`config.mk`:
```
export PLATFORM = sky130hd
export DESIGN_NAME = spi_rx_subsystem
export DESIGN_NICKNAME = d
export VERILOG_FILES = /design/src/hdl/spi_rx_pkg.sv /design/src/hdl/stream_fifo.sv /design/src/hdl/spi_rx_lane.sv /design/src/hdl/lane_merge.sv /design/src/hdl/spi_rx_subsystem.sv
export VERILOG_INCLUDE_DIRS = /design/src /design/src/include
export SDC_FILE = /design/constraint.sdc
export NUM_CORES = 1
export LEC_CHECK = 0
export ABC_AREA = 1
export ABC_CLOCK_PERIOD_IN_PS = 6910
export BUFFER_PORTS_ARGS = -buffer_cell sky130_fd_sc_hd__buf_2
export CORE_MARGIN = 4
export CORE_UTILIZATION = 55
export DETAILED_ROUTE_END_ITERATION = 10
export GPL_ROUTABILITY_DRIVEN = 0
export PLACE_DENSITY = 0.73
export SETUP_SLACK_MARGIN = 0.5
export SYNTH_ARGS = -nofsm -noshare
export SYNTH_HDL_FRONTEND = slang
export SYNTH_HIERARCHICAL = 1
export SYNTH_SLANG_ARGS = --single-unit
```
`constraint.sdc`:
```
create_clock -name SCLK -period 6.91 [get_ports SCLK]
set_clock_uncertainty 0.1 [all_clocks]
set_input_delay 1.382 -clock SCLK [delete_from_list [all_inputs] [get_ports SCLK]]
set_output_delay 1.382 -clock SCLK [all_outputs]
set_load 0.01 [all_outputs]
```
`src/include/spi_rx_macros.svh`:
```
/*
 * serial receiver constants
 * word and frame widths, queue depth, credits, lost counter width
 */
`ifndef SPI_RX_MACROS_SVH
`define SPI_RX_MACROS_SVH

// data bits per received word
`define WORD_BITS 16

// frame counter width
`define FRAME_BITS 12

// entries per lane queue
`define LANE_FIFO_DEPTH 4

// consumer buffer size, credits after reset
`define OUT_CREDITS 4

// saturating lost-word counter width
`define LOST_BITS 8

`endif

```
`src/hdl/spi_rx_pkg.sv`:
```
/*
 * serial receiver types
 * tagged word and per-lane status structs
 */
`default_nettype none

`include "spi_rx_macros.svh"

package spi_rx_pkg;

    // lane identifier carried in every word
    typedef logic [3:0] lane_id_t;

    //////////////////////////////
    // 32-bit output word
    //////////////////////////////
    typedef struct packed {
        lane_id_t                lane_id;
        logic [`FRAME_BITS-1:0]  frame;
        logic [`WORD_BITS-1:0]   data;
    } rx_word_t;

    // lane status with lost words and current frame
    typedef struct packed {
        logic [`LOST_BITS-1:0]   lost;
        logic [`FRAME_BITS-1:0]  frame;
    } lane_status_t;

endpackage

`default_nettype wire

```
`src/hdl/stream_fifo.sv`:
```
/*
 * synchronous FIFO for any payload type
 * head visible without latency, push when full is ignored
 */
`timescale 1ns/1ps
`default_nettype none

module stream_fifo #(
    parameter type payload_t = logic [31:0],
    parameter int  DEPTH     = 4
) (
    input  wire           SCLK,
    input  wire           RST,
    input  wire           push,
    input  wire payload_t push_data,
    output logic          full,
    input  wire           pop,
    output payload_t      pop_data,
    output logic          not_empty
);

    localparam int PTR_W = (DEPTH > 1) ? $clog2(DEPTH) : 1;
    localparam int CNT_W = $clog2(DEPTH + 1);

    payload_t mem [DEPTH];

    logic [PTR_W-1:0] wr_ptr;
    logic [PTR_W-1:0] rd_ptr;
    logic [CNT_W-1:0] count;
    logic             do_push;
    logic             do_pop;

    assign do_push = push && !full;
    assign do_pop  = pop && not_empty;

    // storage
    always_ff @(posedge SCLK) begin
        if (do_push)
            mem[wr_ptr] <= push_data;
    end

    // pointers and occupancy
    always_ff @(posedge SCLK) begin
        if (RST) begin
            wr_ptr <= '0;
            rd_ptr <= '0;
            count  <= '0;
        end else begin
            if (do_push)
                wr_ptr <= (wr_ptr == PTR_W'(DEPTH - 1)) ? '0 : wr_ptr + 1'b1;
            if (do_pop)
                rd_ptr <= (rd_ptr == PTR_W'(DEPTH - 1)) ? '0 : rd_ptr + 1'b1;
            case ({do_push, do_pop})
                2'b10:   count <= count + 1'b1;
                2'b01:   count <= count - 1'b1;
                default: count <= count;
            endcase
        end
    end

    assign full      = (count == CNT_W'(DEPTH));
    assign not_empty = (count != '0);
    assign pop_data  = mem[rd_ptr];

endmodule

`default_nettype wire

```
`src/hdl/spi_rx_lane.sv`:
```
/*
 * serial lane receiver
 * packs sdi bits into tagged words and queues them, counts lost words
 */
`timescale 1ns/1ps
`default_nettype none

`include "spi_rx_macros.svh"

module spi_rx_lane #(
    parameter spi_rx_pkg::lane_id_t LANE_ID = 4'd1
) (
    input  wire                      SCLK,
    input  wire                      RST,
    input  wire                      enable,
    input  wire                      sdi,
    input  wire                      sen,
    input  wire                      pop,
    output spi_rx_pkg::rx_word_t     head,
    output logic                     not_empty,
    output spi_rx_pkg::lane_status_t status
);

    import spi_rx_pkg::*;

    localparam int WB    = `WORD_BITS;
    localparam int BIT_W = $clog2(WB);

    logic                   sen_dly;
    logic                   sen_fall;
    logic                   shifting;
    logic                   full_word;
    logic                   partial_word;
    logic [BIT_W-1:0]       bit_cnt;
    logic [WB-1:0]          shift_reg;
    logic [`FRAME_BITS-1:0] frame_cnt;
    logic [`LOST_BITS-1:0]  lost_cnt;
    logic                   stage_valid;
    rx_word_t               stage_word;
    logic                   fifo_full;

    assign sen_fall     = sen_dly && !sen;
    assign shifting     = enable && sen;
    assign full_word    = shifting && (bit_cnt == BIT_W'(WB - 1));
    assign partial_word = enable && sen_fall && (bit_cnt != '0);

    //////////////////////////////
    // bit packing
    //////////////////////////////
    always_ff @(posedge SCLK) begin
        if (RST) begin
            sen_dly   <= 1'b0;
            bit_cnt   <= '0;
            shift_reg <= '0;
        end else begin
            sen_dly <= sen;
            // a completed word or a frame end restarts the packer
            if (full_word || sen_fall) begin
                bit_cnt   <= '0;
                shift_reg <= '0;
            end else if (shifting) begin
                bit_cnt   <= bit_cnt + 1'b1;
                shift_reg <= {shift_reg[WB-2:0], sdi};
            end
        end
    end

    // frame number steps on sen fall
    always_ff @(posedge SCLK) begin
        if (RST)
            frame_cnt <= '0;
        else if (enable && sen_fall)
            frame_cnt <= frame_cnt + 1'b1;
    end

    //////////////////////////////
    // one-cycle word staging
    //////////////////////////////
    always_ff @(posedge SCLK) begin
        if (RST)
            stage_valid <= 1'b0;
        else
            stage_valid <= full_word || partial_word;
    end

    // frame taken before the increment at sen fall
    always_ff @(posedge SCLK) begin
        stage_word.lane_id <= LANE_ID;
        stage_word.frame   <= frame_cnt;
        stage_word.data    <= full_word ? {shift_reg[WB-2:0], sdi} : shift_reg;
    end

    // saturating count of dropped words
    always_ff @(posedge SCLK) begin
        if (RST)
            lost_cnt <= '0;
        else if (stage_valid && fifo_full && (lost_cnt != '1))
            lost_cnt <= lost_cnt + 1'b1;
    end

    stream_fifo #(
        .payload_t (rx_word_t),
        .DEPTH     (`LANE_FIFO_DEPTH)
    ) queue_i (
        .SCLK      (SCLK),
        .RST       (RST),
        .push      (stage_valid),
        .push_data (stage_word),
        .full      (fifo_full),
        .pop       (pop),
        .pop_data  (head),
        .not_empty (not_empty)
    );

    assign status.lost  = lost_cnt;
    assign status.frame = frame_cnt;

endmodule

`default_nettype wire

```
`src/hdl/lane_merge.sv`:
```
/*
 * two-lane round-robin merge
 * pops a lane queue only while the consumer has buffer credit
 */
`timescale 1ns/1ps
`default_nettype none

`include "spi_rx_macros.svh"

module lane_merge (
    input  wire                  SCLK,
    input  wire                  RST,
    input  wire spi_rx_pkg::rx_word_t head_a,
    input  wire                  not_empty_a,
    output logic                 pop_a,
    input  wire spi_rx_pkg::rx_word_t head_b,
    input  wire                  not_empty_b,
    output logic                 pop_b,
    input  wire                  credit_return,
    output spi_rx_pkg::rx_word_t out_word,
    output logic                 out_valid
);

    import spi_rx_pkg::*;

    localparam int CRED_W = $clog2(`OUT_CREDITS + 1);

    logic [CRED_W-1:0] credits;
    logic              prio_b;
    logic              can_send;
    logic              grant_a;
    logic              grant_b;

    //////////////////////////////
    // arbitration
    //////////////////////////////
    // one credit is already spoken for while out_valid is high
    assign can_send = (credits > CRED_W'(out_valid));

    assign grant_a = can_send && not_empty_a && (!not_empty_b || !prio_b);
    assign grant_b = can_send && not_empty_b && (!not_empty_a || prio_b);

    assign pop_a = grant_a;
    assign pop_b = grant_b;

    // credits spent by out_valid and refilled by the consumer
    always_ff @(posedge SCLK) begin
        if (RST)
            credits <= CRED_W'(`OUT_CREDITS);
        else
            credits <= credits + CRED_W'(credit_return) - CRED_W'(out_valid);
    end

    // served lane loses priority
    always_ff @(posedge SCLK) begin
        if (RST)
            prio_b <= 1'b0;
        else if (grant_a)
            prio_b <= 1'b1;
        else if (grant_b)
            prio_b <= 1'b0;
    end

    //////////////////////////////
    // output register
    //////////////////////////////
    always_ff @(posedge SCLK) begin
        if (RST)
            out_valid <= 1'b0;
        else
            out_valid <= grant_a || grant_b;
    end

    always_ff @(posedge SCLK) begin
        if (grant_a)
            out_word <= head_a;
        else if (grant_b)
            out_word <= head_b;
    end

endmodule

`default_nettype wire

```
`src/hdl/spi_rx_subsystem.sv`:
```
/*
 * two-lane serial receiver
 * lanes A and B merged into one credit-controlled stream
 */
`timescale 1ns/1ps
`default_nettype none

module spi_rx_subsystem (
    input  wire                      SCLK,
    input  wire                      RST,
    input  wire                      enable,
    input  wire                      sdi_a,
    input  wire                      sen_a,
    input  wire                      sdi_b,
    input  wire                      sen_b,
    input  wire                      credit_return,
    output spi_rx_pkg::rx_word_t     out_word,
    output logic                     out_valid,
    output spi_rx_pkg::lane_status_t status_a,
    output spi_rx_pkg::lane_status_t status_b
);

    import spi_rx_pkg::*;

    // lane queue heads toward the merge
    rx_word_t head_a;
    rx_word_t head_b;
    logic     not_empty_a;
    logic     not_empty_b;
    logic     pop_a;
    logic     pop_b;

    //////////////////////////////
    // lanes
    //////////////////////////////
    spi_rx_lane #(
        .LANE_ID   (lane_id_t'(1))
    ) lane_a_i (
        .SCLK      (SCLK),
        .RST       (RST),
        .enable    (enable),
        .sdi       (sdi_a),
        .sen       (sen_a),
        .pop       (pop_a),
        .head      (head_a),
        .not_empty (not_empty_a),
        .status    (status_a)
    );

    spi_rx_lane #(
        .LANE_ID   (lane_id_t'(2))
    ) lane_b_i (
        .SCLK      (SCLK),
        .RST       (RST),
        .enable    (enable),
        .sdi       (sdi_b),
        .sen       (sen_b),
        .pop       (pop_b),
        .head      (head_b),
        .not_empty (not_empty_b),
        .status    (status_b)
    );

    // merge stage
    lane_merge merge_i (
        .SCLK          (SCLK),
        .RST           (RST),
        .head_a        (head_a),
        .not_empty_a   (not_empty_a),
        .pop_a         (pop_a),
        .head_b        (head_b),
        .not_empty_b   (not_empty_b),
        .pop_b         (pop_b),
        .credit_return (credit_return),
        .out_word      (out_word),
        .out_valid     (out_valid)
    );

endmodule

`default_nettype wire

```
==> results of run 1 <==
-- final cells by class --
cell class	instances	area, um2
clock buffer	64	1375
inverter	113	441.7
multi-input combinational	994	4811
timing repair buffer	94	505.5
fill	2415	11690
sequential	451	11910
clock inverter	22	230.2
tap	402	503.0
-- cell usage in the layout, fill, tap and decap left out, types with 32 or more instances in the layout --
master     Yosys  final
dfxtp_1      163    161
o21ai_1       58     58
o21ai_0       85     85
nand2_1      327    327
o22ai_1       64     64
buf_2         27     80
nand3_1       60     60
conb_1         4     32
nor2_1       201    193
clkbuf_16      0     51
inv_1        102    102
edfxtp_1     288    288
a21oi_1       73     73
-- stage by stage --
stage	instances	total power, mW	utilization, %
detailed placement	2054	2.984	57.75
CTS	2140	5.514	62.85
floorplan	1624	2.962	-
finish	2140	5.477	62.85
global placement	2054	2.982	57.75
global route	2140	5.639	62.85
-- per-layer routing --
metal	part of all wire, %	vias up
met5	0.036	-
met4	2.9	2
met3	6.7	74
met2	49	379
met1	42	5632
li1	-	5648
-- report_power, final --
part	total [mW]	leakage [nW]	switching (mW)	internal [mW]
sequential	2.86	4.05	0.00765	2.85
clock	2.55	0.790	1.00	1.55
combinational	0.0693	2.92	0.0503	0.0190
total	5.48	7.76	1.06	4.42
-- worst max path at each step --
| stage | slack (ns) | depth (start not counted) | endpoint | from |
|---|---|---|---|---|
| global placement | 2.96 | 8 | lane_b_i/bit_cnt[3]$_SDFFE_PP0P_ | enable |
| detailed placement | 2.86 | 8 | lane_a_i/shift_reg[7]$_SDFFE_PP0P_ | enable |
| global route | 3.05 | 8 | lane_b_i/bit_cnt[2]$_SDFFE_PP0P_ | enable |
| floorplan | 4.43 | 4 | lane_a_i/queue_i/mem[3][0]$_DFFE_PP_ | lane_a_i/queue_i/count[1]$_SDFFE_PP0P_ |
| CTS | 3.39 | 8 | lane_a_i/shift_reg[12]$_SDFFE_PP0P_ | enable |
| finish | 3.31 | 8 | lane_a_i/shift_reg[12]$_SDFFE_PP0P_ | enable |
-- cell usage after synthesis (14+ instances only) --
library cell | instances | area (um2)
nand2_1 | 327 | 1227
edfxtp_1 | 288 | 8648
nor2_1 | 201 | 754.5
dfxtp_1 | 163 | 3263
inv_1 | 102 | 382.9
o21ai_0 | 85 | 425.4
a21oi_1 | 73 | 365.4
o22ai_1 | 64 | 400.4
nand3_1 | 60 | 300.3
o21ai_1 | 58 | 290.3
buf_2 | 27 | 135.1
buf_6 | 23 | 259.0
ha_1 | 23 | 287.8
nand4_1 | 14 | 87.58
-- cells by family after synthesis --
family | share of synthesized area, %
AOI/OAI and AO/OA | 8.961
xor gates and xnor gates | 0.4998
adders and majority gates | 1.985
buffers and inverters | 5.284
DFF | 67.98
other | 0.08566
and+or+nand+nor | 15.21
-- critical path, cell delays in order --
cell	delay, ns
buf_2	0.18
nand2_1	0.54
nor2_2	0.06
inv_2	0.13
nor2_8	0.07
nand2_1	0.52
nand3_1	0.71
a21oi_1	0.35
==> results.yml, run 1 <==
clocking:
  post-cts-setup-buffer-count: 0
  cts.path.max_buffers: 3
  cts.sinks: 451
  cts_root_buf: "clkbuf_16"
  h-tree-depth: 2
  cts_inserted_buffers: 46
  cts_resized: 0
  cts_hold_buf: 0
  path_clk_slew_ns: 0.06
  clk_latency_ns: 0.54
  cts_tree: "done"
sta:
  setup-tns-final_ns: 0
  hold_ws_ns: 0.2895
  finalSetupViolations: 0
  finalHoldViolCount: 0
  drv_slew: 0
  worst_pin_slew_ns: 0.8777
  rsz0062_at_grt: "false"
  fmax_ghz: 0.2777
  setup_ws_ns: 3.308
  min_period_over_period_pct: 52.12
  period_minus_slack_ns: 3.602
  maxSlewHeadroom_pct: 41.49
critical_path:
  criticalPathCategory: "input port to register"
  r2r_end: "lane_a_i/queue_i/count[2]$_SDFFE_PP0P_"
  r2r-start: "lane_b_i/queue_i/count[1]$_SDFFE_PP0P_"
  worstPathMaxFanout: 20
  critPathRequiredTime_ns: 7.26
  rrSetupSlack_ns: 3.68
  cp-end-kind: "register"
  cp-start-kind: "input port"
  rr_worst_depth: 16
  cp_data_arrival_time_ns: 3.95
floorplanning:
  die_w_um: 186.5
  design.die.area_um2: 34780
  core_um2: 31470
  die_h_um: 186.5
  initial_utilization_pct: 55.67
  num_rows: 65
  io_pins: 81
placed_design:
  placedInstanceArea_um2: 18170
  pre_cts_ws_ns: 2.856
  dp_hpwl_mm: 21.85
  port_buffers: 80
final_layout:
  top_regs: "lane_a_i/queue_i/mem x128, lane_b_i/queue_i/mem x128, merge_i/out_word x32"
  drive_above_1_share_pct: 12.08
  antenna-diode-count: 0
  stdcell_area_um2: 19780
  nNetsFinal: 1734
  area_growth_pct: 12.88
global_route:
  grt.busiest_layer: "met2"
  groute.usage.overall_pct: 20.06
  overflow: 0
  grt_first_pass_wirelength_mm: 57.37
  grt_pass1_vias: 11220
  use_met1_pct: 26.68
  antenna_found_initial: 1
  use_met3_pct: 3.554
  grt.met2_usage_pct: 33.79
  grt_max_degree: 65
routing:
  finalWirelength_mm: 36.11
  first_pass_iters: 7
  drtAntennaViolNets: 0
  drt_iter0_markers: 840
  drc: 0
  vias: 11740
  drt-vias-per-instance: 5.484
  wl_per_cell_um: 16.88
pwr:
  p_leak_nw: 7.759
  p_per_area_nw_per_um2: 276.9
  max-vdd-ir-drop_v: 0.0001533
status:
  status: "finished clean"
hold_path:
  holdPathEnd: "lane_b_i/stage_word[27]$_DFF_P_"
  min-delay-start: "lane_b_i/frame_cnt[11]$_SDFFE_PP0P_"
  min_path_type: "register to register"
  holdPathStages: 0
yosys:
  synthArstFlopShare_pct: 0
  avgSynthCellArea_um2: 10.98
  synth_edf_count: 288
  synthCells: 1596
  ys.flop_type: "edfxtp_1"
  syn_area_um2: 17520
  yosysUniqueCellTypes: 40
  yosysWarnings: 6
  ys_ff_latch: 451
  synth_seq_area_share_pct: 67.98
flow_run:
  maxCapViolations: 0
(Power assumes the default switching activity.)
==> run 2, diff against run 1 <==
--- a/config.mk
+++ b/config.mk
@@ -7,7 +7,7 @@
 export NUM_CORES = 1
 export LEC_CHECK = 0
 export ABC_AREA = 1
-export ABC_CLOCK_PERIOD_IN_PS = 6910
+export ABC_CLOCK_PERIOD_IN_PS = 3500
 export BUFFER_PORTS_ARGS = -buffer_cell sky130_fd_sc_hd__buf_2
 export CORE_MARGIN = 4
 export CORE_UTILIZATION = 55
==> constraint.sdc (replaced) <==
create_clock -name SCLK -period 3.5 [get_ports SCLK]
set_clock_uncertainty 0.1 [all_clocks]
set_input_delay 0.7 -clock SCLK [delete_from_list [all_inputs] [get_ports SCLK]]
set_output_delay 0.7 -clock SCLK [all_outputs]
set_load 0.01 [all_outputs]
==> run 2 against run 1 <==
Cell count grew 0.28%. Combinational power grew 100%. Critical path type is now register to register. Critical endpoint is now lane_a_i/queue_i/count[2]$_SDFFE_PP0P_. Highest routed layer is now met4. Sequential power up 97%. Global-route usage increased by 0.28 points. Sequential share of layout area barely moved. Via count down 0.95%. Largest cell class unchanged.
==> results.yml, run 2 (synthesized netlist as in run 1, its figures left out) <==
sta:
  finalSetupViolations: 0
  setup-tns-final_ns: 0
  maxSlewHeadroom_pct: 48.80
  min_period_over_period_pct: 73.88
  finalHoldViolCount: 0
  period_minus_slack_ns: 2.586
  drv_slew: 0
  worst_pin_slew_ns: 0.7659
  hold_ws_ns: 0.2742
  rsz0062_at_grt: "false"
  fmax_ghz: 0.3867
global_route:
  antenna_found_initial: 1
  grt_max_degree: 65
  grt_first_pass_wirelength_mm: 58.26
  overflow: 0
  groute.usage.overall_pct: 20.34
  grt_pass1_vias: 11320
hold_path:
  min-delay-start: "lane_a_i/frame_cnt[11]$_SDFFE_PP0P_"
  min_path_type: "register to register"
  holdPathEnd: "lane_a_i/stage_word[27]$_DFF_P_"
  holdPathStages: 0
pwr:
  p_per_area_nw_per_um2: 541.0
  p_total_mw: 10.70
  p_leak_nw: 7.748
  max-vdd-ir-drop_v: 0.0003789
routing:
  finalWirelength_mm: 36.14
  wl_per_cell_um: 16.84
  drc: 0
  drt_iter0_markers: 991
  drtAntennaViolNets: 0
  drt-vias-per-instance: 5.417
  vias: 11620
  first_pass_iters: 6
critical_path:
  crit_chain: "nor2_2 -> nand2_1 -> nand2_1 -> nand4_4 -> buf_4 -> inv_4 -> nand2_1 -> inv_1 -> ha_1 -> inv_1 -> fa_1 -> nand2_1 -> nand3_1 -> nand2_1 -> inv_1 -> nor2_1"
  r2r_end: "lane_a_i/queue_i/count[2]$_SDFFE_PP0P_"
  slowest_stage: "fa_1"
  cp-start-kind: "register"
  critPathRequiredTime_ns: 3.87
  path_buf_inv: 5
  cp_data_arrival_time_ns: 2.96
  slowest_delay_ns: 0.40
  cp-end-kind: "register"
  rr_worst_depth: 16
  worstPathMaxFanout: 36
  r2r-start: "lane_b_i/queue_i/count[1]$_SDFFE_PP0P_"
  criticalPathCategory: "register to register"
  path_common_cell: "nand2_1"
  rrSetupSlack_ns: 0.91
  critical-path-top-delay-family: "simple AND/OR/NAND/NOR gates"
clocking:
  post-cts-setup-buffer-count: 0
  cts_resized: 0
  cts_inserted_buffers: 45
  cts.sinks: 451
  cts_root_buf: "clkbuf_16"
  cts_tree: "done"
  h-tree-depth: 2
  clk_latency_ns: 0.53
  cts_hold_buf: 0
  path_clk_slew_ns: 0.06
  cts.path.max_buffers: 3
final_layout:
  area_growth_pct: 12.83
  drive_above_1_share_pct: 12.16
  final_cell_mix: "nand2_1, edfxtp_1, nor2_1"
  nNetsFinal: 1740
  final_common_cell: "nand2_1"
  fin_cells: 2146
  n_fill_cell: 2431
  top_regs: "lane_a_i/queue_i/mem x128, lane_b_i/queue_i/mem x128, merge_i/out_word x32"
placed_design:
  dp_hpwl_mm: 21.84
  port_buffers: 80
  placed_cells: 2061
floorplanning:
  die_h_um: 186.5
  io_pins: 81
  initial_utilization_pct: 55.67
  design.die.area_um2: 34780
  core_um2: 31470
  num_rows: 65
  die_w_um: 186.5
flow_run:
  maxCapViolations: 0
status:
  status: "finished clean"
-- run 2: cell count changes in the layout (fill, tap and decap cells not counted) --
| cell | delta |
|---|---|
| clkinvlp_2 | +2 |
| clkbuf_1 | +2 |
| clkinv_1 | +1 |
| inv_6 | -1 |
| clkinv_8 | -1 |
| clkinv_2 | -3 |
| clkbuf_8 | -1 |
| diode_2 | +1 |
| clkbuf_16 | -4 |
| buf_4 | +7 |
| bufinv_16 | +2 |
| clkinv_4 | +1 |
-- run 2: layout make-up --
cell class,instances,area (um2),share of cell area [%]
Sequential cell,451,11910,60.26
Multi-Input combinational cell,994,4811,24.33
Clock buffer,61,1269,6.417
Timing Repair Buffer,101,558.0,2.822
Tap cell,402,503.0,2.544
Inverter,113,441.7,2.234
Clock inverter,23,272.8,1.380
Antenna cell,1,2.502,0.01266
-- run 2: power breakdown --
group	switching [mW]	total (mW)	leakage [nW]	internal, mW
Combinational	0.101	0.141	2.95	0.0398
Sequential	0.0144	5.64	4.05	5.63
Clock	1.92	4.91	0.747	2.99
-- run 2: through the flow --
stage	util, %	worst slack (ns)	instance area [um2]
after floorplan	-	1.020	17630
after global placement	57.91	0.9639	18230
after detailed placement	57.91	0.9331	18230
after CTS	62.81	0.9222	19770
after global routing	62.81	0.6563	19770
final	62.82	0.9143	19770
-- run 2: how the worst max path moves through the flow --
stage               depth (start not counted)  slack [ns]                                endpoint                                   start
finish                                     16        0.91  lane_a_i/queue_i/count[2]$_SDFFE_PP0P_  lane_b_i/queue_i/count[1]$_SDFFE_PP0P_
global route                               16        0.66  lane_a_i/queue_i/count[2]$_SDFFE_PP0P_  lane_b_i/queue_i/count[1]$_SDFFE_PP0P_
CTS                                        16        0.92  lane_a_i/queue_i/count[2]$_SDFFE_PP0P_  lane_b_i/queue_i/count[1]$_SDFFE_PP0P_
detailed placement                         17        0.93  lane_a_i/queue_i/count[2]$_SDFFE_PP0P_  lane_b_i/queue_i/count[1]$_SDFFE_PP0P_
global placement                            9        0.96        lane_b_i/bit_cnt[3]$_SDFFE_PP0P_                                  enable
floorplan                                   4        1.02    lane_a_i/queue_i/mem[3][0]$_DFFE_PP_  lane_a_i/queue_i/count[1]$_SDFFE_PP0P_
-- run 2: metal layers --
metal | vias up | track usage (%) | routed length [um]
met3 | 63 | 3.517 | 1825
met5 | - | 0 | 0
met2 | 344 | 34.43 | 17620
met1 | 5566 | 27.23 | 15730
met4 | 0 | 6.286 | 966
li1 | 5651 | - | -
-- run 2: worst register-to-register path: stages, from the launching register on --
cell     delay, ns
dfxtp_1       0.32
nor2_2        0.19
nand2_1       0.13
nand2_1       0.13
nand4_4       0.10
buf_4         0.26
inv_4         0.09
nand2_1       0.08
inv_1         0.07
ha_1          0.16
inv_1         0.08
fa_1          0.40
nand2_1       0.12
nand3_1       0.10
nand2_1       0.08
inv_1         0.04
nor2_1        0.08
